<file path="src/keypad_pkg.sv">
// keypad scanner types: scan and digit vectors, display vectors, scan states, settle time
`default_nettype none

package keypad_pkg;

    // one-hot row or column vector, bit 0 is row 0 / column 0
    typedef logic [3:0] scan_t;

    // hexadecimal key value
    typedef logic [3:0] digit_t;

    // segments, bit 0 is a up to bit 6 is g, active low
    typedef logic [6:0] seg_t;

    // digit enables, active low, bit 0 is the right digit
    typedef logic [1:0] anode_t;

    // scan state machine
    typedef enum logic [1:0] {
        SCAN,
        DEBOUNCE,
        CAPTURE,
        HOLD
    } scan_state_t;

    // cycles a column is driven before the rows are judged
    localparam int SETTLE_CYCLES = 4;

endpackage

`default_nettype wire

</file>
<file path="src/keypad_decoder.sv">
// keypad decoder: row and column lines to hexadecimal key value
`timescale 1ns/1ns
`default_nettype none

module keypad_decoder import keypad_pkg::*; (
    input  scan_t  row,
    input  scan_t  col,
    output digit_t digit
);

    logic [1:0] row_idx;
    logic [1:0] col_idx;

    // lowest set row bit wins on multiple presses
    always_comb begin
        row_idx = 2'd0;
        for (int i = 3; i >= 0; i--) begin
            if (row[i]) begin
                row_idx = 2'(i);
            end
        end
    end

    // column is one-hot, so any set bit gives the index
    always_comb begin
        col_idx = 2'd0;
        for (int i = 3; i >= 0; i--) begin
            if (col[i]) begin
                col_idx = 2'(i);
            end
        end
    end

    // key map, row major
    always_comb begin
        if (row == '0) begin
            digit = '0;
        end else begin
            case ({row_idx, col_idx})
                4'b00_00: digit = 4'h1;
                4'b00_01: digit = 4'h2;
                4'b00_10: digit = 4'h3;
                4'b00_11: digit = 4'hA;
                4'b01_00: digit = 4'h4;
                4'b01_01: digit = 4'h5;
                4'b01_10: digit = 4'h6;
                4'b01_11: digit = 4'hB;
                4'b10_00: digit = 4'h7;
                4'b10_01: digit = 4'h8;
                4'b10_10: digit = 4'h9;
                4'b10_11: digit = 4'hC;
                4'b11_00: digit = 4'hE;
                4'b11_01: digit = 4'h0;
                4'b11_10: digit = 4'hF;
                default:  digit = 4'hD;
            endcase
        end
    end

endmodule

`default_nettype wire

</file>
<file path="src/debouncer.sv">
// debouncer: counter based filter for one level input
`timescale 1ns/1ns
`default_nettype none

module debouncer #(
    parameter int DEBOUNCE_CYCLES = 500000
) (
    input  logic clk,
    input  logic reset,
    input  logic noisy,
    output logic clean
);

    localparam int CNT_W = $clog2(DEBOUNCE_CYCLES + 1);

    logic [CNT_W-1:0] count;

    // count consecutive samples that disagree with the output
    always_ff @(posedge clk) begin
        if (reset) begin
            count <= '0;
            clean <= 1'b0;
        end else if (noisy == clean) begin
            // agreement restarts the window
            count <= '0;
        end else if (count == CNT_W'(DEBOUNCE_CYCLES - 1)) begin
            count <= '0;
            clean <= noisy;
        end else begin
            count <= count + 1'b1;
        end
    end

endmodule

`default_nettype wire

</file>
<file path="src/keypad_fsm.sv">
// keypad scan FSM: column drive, row synchronizer, press/hold states, key capture
`timescale 1ns/1ns
`default_nettype none

module keypad_fsm import keypad_pkg::*; #(
    parameter int DEBOUNCE_CYCLES = 500000
) (
    input  logic   clk,
    input  logic   reset,
    input  scan_t  row,
    output scan_t  col,
    output digit_t digit,
    output logic   valid_key
);

    localparam int SETTLE_W = $clog2(SETTLE_CYCLES + 1);

    scan_state_t        state;
    scan_state_t        next_state;
    scan_t              row_meta;
    scan_t              row_sync;
    logic [SETTLE_W-1:0] settle_cnt;
    logic               settle_done;
    logic               row_active;
    logic               key_clean;
    digit_t             decoded_digit;

    // two-flop synchronizer on the row inputs
    always_ff @(posedge clk) begin
        if (reset) begin
            row_meta <= '0;
            row_sync <= '0;
        end else begin
            row_meta <= row;
            row_sync <= row_meta;
        end
    end

    assign row_active  = |row_sync;
    assign settle_done = (settle_cnt == SETTLE_W'(SETTLE_CYCLES - 1));

    keypad_decoder u_decoder (
        .row   (row_sync),
        .col   (col),
        .digit (decoded_digit)
    );

    debouncer #(
        .DEBOUNCE_CYCLES (DEBOUNCE_CYCLES)
    ) u_debouncer (
        .clk   (clk),
        .reset (reset),
        .noisy (row_active),
        .clean (key_clean)
    );

    // settle window, only runs while scanning
    always_ff @(posedge clk) begin
        if (reset) begin
            settle_cnt <= '0;
        end else if (state != SCAN || settle_done) begin
            settle_cnt <= '0;
        end else begin
            settle_cnt <= settle_cnt + 1'b1;
        end
    end

    // rotate the column when the window ends with no row set
    always_ff @(posedge clk) begin
        if (reset) begin
            col <= 4'b0001;
        end else if (state == SCAN && settle_done && !row_active) begin
            col <= {col[2:0], col[3]};
        end
    end

    always_ff @(posedge clk) begin
        if (reset) begin
            state <= SCAN;
        end else begin
            state <= next_state;
        end
    end

    always_comb begin
        next_state = state;
        case (state)
            SCAN: begin
                if (settle_done && row_active) begin
                    next_state = DEBOUNCE;
                end
            end
            DEBOUNCE: begin
                // a release before the filter settles is a bounce
                if (!row_active) begin
                    next_state = SCAN;
                end else if (key_clean) begin
                    next_state = CAPTURE;
                end
            end
            CAPTURE: next_state = HOLD;
            HOLD: begin
                if (!key_clean) begin
                    next_state = SCAN;
                end
            end
            default: next_state = SCAN;
        endcase
    end

    // digit loaded on entry so it is valid during CAPTURE
    always_ff @(posedge clk) begin
        if (next_state == CAPTURE) begin
            digit <= decoded_digit;
        end
    end

    assign valid_key = (state == CAPTURE);

endmodule

`default_nettype wire

</file>
<file path="src/sevenseg_decoder.sv">
// seven-segment decoder: hexadecimal font, active low, with blanking
`timescale 1ns/1ns
`default_nettype none

module sevenseg_decoder import keypad_pkg::*; (
    input  digit_t value,
    input  logic   blank,
    output seg_t   seg
);

    // patterns are gfedcba, a zero lights the segment
    always_comb begin
        if (blank) begin
            seg = '1;
        end else begin
            case (value)
                4'h0:    seg = 7'b1000000;
                4'h1:    seg = 7'b1111001;
                4'h2:    seg = 7'b0100100;
                4'h3:    seg = 7'b0110000;
                4'h4:    seg = 7'b0011001;
                4'h5:    seg = 7'b0010010;
                4'h6:    seg = 7'b0000010;
                4'h7:    seg = 7'b1111000;
                4'h8:    seg = 7'b0000000;
                4'h9:    seg = 7'b0010000;
                4'hA:    seg = 7'b0001000;
                // lower case b
                4'hB:    seg = 7'b0000011;
                4'hC:    seg = 7'b1000110;
                // lower case d
                4'hD:    seg = 7'b0100001;
                4'hE:    seg = 7'b0000110;
                default: seg = 7'b0001110;
            endcase
        end
    end

endmodule

`default_nettype wire

</file>
<file path="src/display_mux.sv">
// display mux: two-key history, refresh timer, anode select
`timescale 1ns/1ns
`default_nettype none

module display_mux import keypad_pkg::*; #(
    parameter int REFRESH_CYCLES = 50000
) (
    input  logic   clk,
    input  logic   reset,
    input  digit_t digit,
    input  logic   valid_key,
    output seg_t   seg,
    output anode_t anode
);

    localparam int REFRESH_W = $clog2(REFRESH_CYCLES + 1);

    digit_t               right_val;
    digit_t               left_val;
    logic                 right_loaded;
    logic                 left_loaded;
    logic [REFRESH_W-1:0] refresh_cnt;
    logic                 sel_left;
    digit_t               shown_val;
    logic                 shown_blank;

    // key history, newest on the right
    always_ff @(posedge clk) begin
        if (valid_key) begin
            right_val <= digit;
            left_val  <= right_val;
        end
    end

    always_ff @(posedge clk) begin
        if (reset) begin
            right_loaded <= 1'b0;
            left_loaded  <= 1'b0;
        end else if (valid_key) begin
            right_loaded <= 1'b1;
            left_loaded  <= right_loaded;
        end
    end

    // dwell timer, right digit first
    always_ff @(posedge clk) begin
        if (reset) begin
            refresh_cnt <= '0;
            sel_left    <= 1'b0;
        end else if (refresh_cnt == REFRESH_W'(REFRESH_CYCLES - 1)) begin
            refresh_cnt <= '0;
            sel_left    <= ~sel_left;
        end else begin
            refresh_cnt <= refresh_cnt + 1'b1;
        end
    end

    // active low, only one digit enabled
    assign anode = sel_left ? 2'b01 : 2'b10;

    assign shown_val   = sel_left ? left_val : right_val;
    assign shown_blank = sel_left ? !left_loaded : !right_loaded;

    sevenseg_decoder u_sevenseg (
        .value (shown_val),
        .blank (shown_blank),
        .seg   (seg)
    );

endmodule

`default_nettype wire

</file>
<file path="src/keypad_top.sv">
// keypad top level: scan FSM and seven-segment display path
`timescale 1ns/1ns
`default_nettype none

module keypad_top import keypad_pkg::*; #(
    parameter int DEBOUNCE_CYCLES = 500000,
    parameter int REFRESH_CYCLES  = 50000
) (
    input  logic   clk,
    input  logic   reset,
    input  scan_t  row,
    output scan_t  col,
    output digit_t digit,
    output logic   valid_key,
    output seg_t   seg,
    output anode_t anode
);

    digit_t key_digit;
    logic   key_valid;

    keypad_fsm #(
        .DEBOUNCE_CYCLES (DEBOUNCE_CYCLES)
    ) u_fsm (
        .clk       (clk),
        .reset     (reset),
        .row       (row),
        .col       (col),
        .digit     (key_digit),
        .valid_key (key_valid)
    );

    // scanner output also goes straight to the pins
    display_mux #(
        .REFRESH_CYCLES (REFRESH_CYCLES)
    ) u_display (
        .clk       (clk),
        .reset     (reset),
        .digit     (key_digit),
        .valid_key (key_valid),
        .seg       (seg),
        .anode     (anode)
    );

    assign digit     = key_digit;
    assign valid_key = key_valid;

endmodule

`default_nettype wire

</file>
<file path="config.mk">
export PLATFORM = sky130hd
export DESIGN_NAME = keypad_top
export DESIGN_NICKNAME = d
export VERILOG_FILES = /design/src/keypad_pkg.sv /design/src/keypad_decoder.sv /design/src/debouncer.sv /design/src/keypad_fsm.sv /design/src/sevenseg_decoder.sv /design/src/display_mux.sv /design/src/keypad_top.sv
export SDC_FILE = /design/constraint.sdc
export NUM_CORES = 1
export LEC_CHECK = 0
export BUFFER_PORTS_ARGS = -buffer_cell sky130_fd_sc_hd__buf_4
export CORE_MARGIN = 2
export CORE_UTILIZATION = 45
export CTS_BUF_LIST = sky130_fd_sc_hd__clkbuf_2
export DETAILED_ROUTE_END_ITERATION = 8
export MAX_ROUTING_LAYER = met4
export PLACE_DENSITY_LB_ADDON = 0.15
export SETUP_SLACK_MARGIN = 0.05
export SLEW_MARGIN = 20
export SYNTH_ARGS = -nofsm -noshare
export SYNTH_HDL_FRONTEND = slang
export SYNTH_HIERARCHICAL = 1
export SYNTH_SLANG_ARGS = --single-unit
export TNS_END_PERCENT = 50
</file>
<file path="constraint.sdc">
create_clock -name clk -period 6.2 [get_ports clk]
set_input_delay 0.62 -clock clk [delete_from_list [all_inputs] [get_ports clk]]
set_output_delay 0.62 -clock clk [all_outputs]
set_load 0.01 [all_outputs]
</file>
==> results of run 1 <==
[layout make-up]
type | instances | area [sq um] | area share [%]
clock inverter | 7 | 76.32 | 2.025
timing repair buffer | 24 | 180.2 | 4.781
inverter | 16 | 60.06 | 1.594
tap | 99 | 123.9 | 3.287
multi-input combinational | 247 | 1802 | 47.81
sequential | 68 | 1481 | 39.31
clock buffer | 9 | 45.04 | 1.195
[flip-flops by register name, indices dropped and copies added (netlist names)]
| name | cells |
|---|---|
| u_display/sel_left | 1 |
| u_fsm/u_debouncer/count | 19 |
| u_fsm/digit | 4 |
| u_display/left_loaded | 1 |
| u_display/right_val | 4 |
| u_fsm/settle_cnt | 3 |
| u_fsm/col | 4 |
| u_display/left_val | 4 |
| u_fsm/state | 2 |
| u_display/right_loaded | 1 |
| u_fsm/row_sync | 4 |
| u_display/refresh_cnt | 16 |
| u_fsm/row_meta | 4 |
| u_fsm/u_debouncer/clean | 1 |
[power by group through the flow]
| stage | clock network [mW] | logic (mW) | registers, mW |
|---|---|---|---|
| after floorplan | 0 | 0.0345 | 0.476 |
| after global placement | 0 | 0.0436 | 0.477 |
| after detailed placement | 0 | 0.0443 | 0.477 |
| after CTS | 0.271 | 0.0446 | 0.468 |
| after global routing | 0.294 | 0.0508 | 0.470 |
| final | 0.261 | 0.0440 | 0.468 |
[logic make-up (layout without fill, tap and decap cells)]
logic type / Yosys count / in the layout / synth area share (%)
AND/OR/NAND/NOR: 154 / 154 / 26.48
XOR/XNOR: 29 / 29 / 7.425
flip-flops: 68 / 68 / 43.31
buffers and inverters: 26 / 56 / 4.023
adder cells (fa/ha/maj): 16 / 16 / 5.852
AO/OA/AOI/OAI: 30 / 30 / 7.097
multiplexers: 18 / 18 / 5.816
[per-stage QoR]
stage | cell area, sq um | hold slack, ns | cells
after floorplan | 3421 | 0.3974 | 341
after global placement | 3647 | 0.4147 | 454
after detailed placement | 3647 | 0.4138 | 454
after CTS | 3769 | 0.2551 | 470
after global routing | 3769 | 0.2144 | 470
final | 3769 | 0.2848 | 470
[critical path, stage by stage, from the launching register on]
cell	delay, ns
dfxtp_1	0.53
mux2_2	0.44
inv_1	0.16
ha_1	0.25
or2_2	0.30
a311o_1	0.31
buf_4	0.14
[per-layer routing]
layer / GRT usage, % / part of all wire, % / vias to the layer above
met2: 24.01 / 47 / 40
met3: 5.145 / 3.9 / 8
met1: 17.69 / 48 / 1134
met5: - / 0 / -
li1: - / - / 1253
met4: 6.439 / 1.9 / 0
[how the worst max path moves through the flow]
stage | start | endpoint | slack (ns)
2_1_floorplan | u_display/sel_left | seg[1] | 3.64
3_3_place_gp | u_display/sel_left | seg[1] | 3.56
3_5_place_dp | u_display/sel_left | seg[1] | 3.52
4_1_cts | u_display/sel_left | seg[1] | 2.93
5_1_grt | u_display/sel_left | seg[1] | 2.80
6_report | u_display/sel_left | seg[1] | 2.95
[layout by cell type (no fill, tap or decap), types with 7 or more instances in the layout]
cell and count:
nor2_1 51, mux2i_1 9, nand3_1 12, xnor2_1 23
nor2b_1 12, inv_1 15, nand2_1 16, ha_1 16
edfxtp_1 12, nor3_1 9, dfxtp_1 56, clkbuf_2 9
nand2b_1 7, buf_4 24
==> flow_summary.json, run 1 <==
{
  "status": "finished, final reports clean",
  "wl_per_cell_microns": 12.07,
  "min_delay_path_depth": 2,
  "setup.worst_path.start_class": "register",
  "drt_pass1_iterations": 4,
  "io_pins": 24,
  "cts.htree.levels": 3,
  "std_cell_rows": 31,
  "cts-buffers-inserted": 9,
  "grt.total_usage_pct": 15.20,
  "antenna_cells": 0,
  "clock_power_share_pct": 33.7,
  "holdBufCountCts": 0,
  "place_ws_ns": 3.520,
  "power.switching_mw": 0.1980,
  "synthesis.yosys.warnings": 6,
  "timing.critical_path.to_type": "output port",
  "synthArstFlopShare_pct": 0,
  "number_of_maximum_capacitance_violations": 0,
  "area_growth_pct": 10.17,
  "synth_enable_flop_cells": 12,
  "synthesis.area_sq_um": 3421,
  "cts.sink_count": 68,
  "achievable-frequency_mhz": 307.7,
  "postSynthRegisterBits": 68,
  "setup_viol_count_final": 0,
  "synthesis.nets": 363,
  "finalHoldViolCount": 0,
  "worst_ep_required_ns": 5.58,
  "synth.lib_cells_used.distinct": 62,
  "drt_drc_violations_left": 0,
  "drt_iter0_drc": 80,
  "place.port_buffers": 23,
  "fraction_of_layout_cells_with_a_size_suffix_above_1_pct": 20.49,
  "postSynthAreaPerCell_sq_um": 10.03,
  "clk_pin_slew_worst_paths_ns": 0.22,
  "insertion_delay_ns": 0.52,
  "synth-seq-area-share_pct": 43.31,
  "cell_with_the_most_instances_after_synthesis": "dfxtp_1",
  "finish.net_count": 388,
  "finalWorstPathRequiredPeriod_ns": 3.250,
  "fillCellCount": 697,
  "postLayoutSetupSlackWorst_ns": 2.950,
  "grt_start_max_net_pins": 26,
  "seq_power_share_pct": 60.6,
  "synthTopCellsByCount": "56 x dfxtp_1, 51 x nor2_1, 23 x xnor2_1",
  "power-per-cell-area_nw_per_um2": 205.0,
  "critical_path.reg2reg.startpoint": "u_fsm/col[3]",
  "pwr-share-comb_pct": 5.7,
  "grt_pass1_vias": 2299,
  "drt-total-wl_mm": 5.673,
  "via_per_inst": 5.181,
  "max_slew_margin_pct": 50.94,
  "critPathArrivalTime_ns": 2.63,
  "synth.top_cells.by_area": "dfxtp_1 33%, edfxtp_1 11%, xnor2_1 5.9%",
  "dominantRegCellSynth": "dfxtp_1",
  "detailroute.via_count": 2435,
  "die_x_microns": 91.19,
  "starting_density_of_the_core_pct": 46.91,
  "globalplace.congestion": 0.8556,
  "ir_worst_vdd_mv": 0.1582,
  "rsz0062_at_grt": "false",
  "timing.hold.worst.start": "row[2]",
  "cts_root_buffer": "clkbuf_2",
  "cell_internal_pwr_mw": 0.5744,
  "antenna_left": 0,
  "power.leakage_nw": 1.365,
  "placeableCoreArea_sq_um": 7292,
  "cts_post_setup_buffers_inserted": 0,
  "criticalPathCategory": "reg2out",
  "ff2ff_setup_slack_ns": 4.37,
  "p_sw_share_pct": 25.63,
  "setup_tns_ns": 0,
  "chipHeight_microns": 91.19,
  "finClkSkew_ns": 0.03344,
  "globalRoute.totalOverflow": 0,
  "grt_pass1_wl_mm": 9.949,
  "dp.final_hpwl_mm": 4.076,
  "layout_worst_path_cycle_share_pct": 52.42,
  "die_area_sq_um": 8315,
  "cts-root-to-sink-buffers": 2,
  "reg2regPathDepth": 6,
  "hold_path_end": "u_fsm/row_meta[2]",
  "holdCritPathClass": "in2reg",
  "worst_slew_pin_slew_ns": 0.7358,
  "final-max-slew-violation-count": 0,
  "postCtsResizedCells": 0,
  "synthDominantAreaCellType": "dfxtp_1",
  "utilization_pct": 51.68,
  "grt_antenna_before_repair": 0,
  "crit-reg2reg-capture": "u_fsm/digit[2]",
  "power_mw": 0.7724,
  "synth_top_area_share_pct": 32.77,
  "critical_path_peak_fanout": 7,
  "syn-instance-count": 341,
  "tritoncts": "built"
}
(Power assumes the default switching activity.)
==> run 2, diff against run 1 <==
==> constraint.sdc (replaced) <==
create_clock -name clk -period 2.6 [get_ports clk]
set_input_delay 0.26 -clock clk [delete_from_list [all_inputs] [get_ports clk]]
set_output_delay 0.26 -clock clk [all_outputs]
set_load 0.01 [all_outputs]
==> flow_summary.json, run 2 (same netlist as run 1, synthesis figures left out) <==
{
  "placeableCoreArea_sq_um": 7292,
  "antenna_left": 0,
  "power-per-cell-area_nw_per_um2": 515.9,
  "ff2ff_setup_slack_ns": 0.75,
  "drt_pass1_iterations": 4,
  "hold_path_end": "u_fsm/row_meta[2]",
  "worst_slew_pin_slew_ns": 0.4819,
  "max_slew_margin_pct": 67.87,
  "rsz0062_at_grt": "true",
  "globalplace.congestion": 0.8558,
  "cts-buffers-inserted": 9,
  "grt_pass1_wl_mm": 10.91,
  "chipHeight_microns": 91.19,
  "drt-total-wl_mm": 6.122,
  "detailroute.via_count": 2543,
  "number_of_maximum_capacitance_violations": 0,
  "finalInstanceArea_sq_um": 3979,
  "layout.cells.most_common_list": "55 x dfxtp_1, 51 x nor2_1, 32 x buf_4, 23 x xnor2_1, 16 x nand2_1",
  "grt_pass1_vias": 2432,
  "finish.net_count": 402,
  "final-max-slew-violation-count": 0,
  "finalHoldViolCount": 0,
  "via_per_inst": 5.254,
  "die_x_microns": 91.19,
  "layout_worst_path_cycle_share_pct": 96.00,
  "drt_iter0_drc": 61,
  "grt.total_usage_pct": 16.62,
  "drt_drc_violations_left": 0,
  "criticalPathCategory": "reg2out",
  "dp.final_hpwl_mm": 4.186,
  "power_mw": 2.053,
  "io_pins": 24,
  "max_flop_register": "u_fsm/u_debouncer/count",
  "critical_path_peak_fanout": 5,
  "setup_viol_count_final": 0,
  "min_delay_path_depth": 2,
  "fraction_of_layout_cells_with_a_size_suffix_above_1_pct": 24.16,
  "grt_antenna_before_repair": 0,
  "insertion_delay_ns": 0.51,
  "starting_density_of_the_core_pct": 46.91,
  "grt_start_max_net_pins": 26,
  "critical_path.reg2reg.startpoint": "u_fsm/u_debouncer/count[0]",
  "status": "finished, final reports clean",
  "timing.critical_path.to_type": "output port",
  "setup.worst_path.start_class": "register",
  "reg2regPathDepth": 5,
  "ir_worst_vdd_mv": 0.4042,
  "crit-reg2reg-capture": "u_fsm/u_debouncer/count[18]",
  "clk_pin_slew_worst_paths_ns": 0.20,
  "std_cell_rows": 31,
  "die_area_sq_um": 8315,
  "cts.htree.levels": 3,
  "antenna_cells": 0,
  "post_dp_cell_area_sq_um": 3662,
  "largest_register_ff_count": 19,
  "reg_top3": "u_fsm/u_debouncer/count x19, u_display/refresh_cnt x16",
  "critPathArrivalTime_ns": 2.24,
  "power.leakage_nw": 1.471,
  "cts_root_buffer": "clkbuf_2",
  "finalWorstPathRequiredPeriod_ns": 2.496,
  "timing.hold.worst.start": "reset",
  "worst_ep_required_ns": 2.34,
  "finClkSkew_ns": 0.02208,
  "area_growth_pct": 16.31,
  "globalRoute.totalOverflow": 0,
  "holdCritPathClass": "in2reg",
  "cts-root-to-sink-buffers": 2,
  "cts.sink_count": 68,
  "final_common_cell": "dfxtp_1",
  "tritoncts": "built",
  "place.port_buffers": 23,
  "achievable-frequency_mhz": 400.6,
  "wl_per_cell_microns": 12.65
}
==> run 2: per-layer routing <==
metal | share of wire (%) | GRT usage (%)
met2 | 49 | 27.59
met1 | 45 | 18.74
met3 | 4.2 | 4.730
met5 | 0 | -
met4 | 1.9 | 7.197
==> run 2: worst max-delay path by stage <==
stage | startpoint | endpoint | slack, ns | cells past startpoint
2_1_floorplan | u_display/sel_left | seg[1] | 0.40 | 6
3_3_place_gp | u_display/sel_left | seg[1] | 0.32 | 6
3_5_place_dp | u_display/sel_left | seg[1] | 0.29 | 6
4_1_cts | u_display/right_val[0] | seg[5] | 0.04 | 6
5_1_grt | u_display/sel_left | seg[6] | -0.007 | 7
6_report | u_display/sel_left | seg[6] | 0.10 | 7
==> run 2: layout make-up <==
| cell class | count | area [sq um] |
|---|---|---|
| well taps | 99 | 123.9 |
| clock buffers | 9 | 45.04 |
| inverters | 16 | 65.06 |
| repair buffers | 38 | 302.8 |
| clock inverters | 7 | 122.6 |
| flip-flops and latches | 68 | 1485 |
| fillers | 682 | 3313 |
| multi-input cells | 247 | 1834 |
==> run 2: critical path, stage by stage, from the launching register on <==
cell and delay (ns):
dfxtp_4 0.40, mux2_4 0.24, inv_4 0.04, buf_4 0.15, ha_1 0.19, mux2_4 0.27, a221o_1 0.30, buf_4 0.15
==> run 2: timing repair <==
action | CTS | global route
gates resized for setup | 10 | 6
cloned | 0 | 0
endpoints found under the setup margin | 6 | 4
buffers inserted | 7 | 1
hold buffers | 4 | 0
pin swaps | 3 | 2
hold endpoints to repair | 4 | 0
==> run 2: power breakdown <==
part / internal, mW / switching [mW]
clock: 0.422 / 0.397
combinational: 0.0575 / 0.0605
sequential: 1.09 / 0.0212
total: 1.57 / 0.479
==> run 2: metrics by stage <==
step	setup slack (ns)	instances	hold slack, ns	utilization, %	TNS (ns)
2_1_floorplan	0.3955	341	0.3291	-	0
3_3_place_gp	0.3204	456	0.4158	50.22	0
4_1_cts	0.04477	483	0.008963	54.08	0
3_5_place_dp	0.2860	456	0.4237	50.22	0
6_report	0.1039	484	0.06225	54.56	0
5_1_grt	-0.007150	484	0.03494	54.56	-0.007150
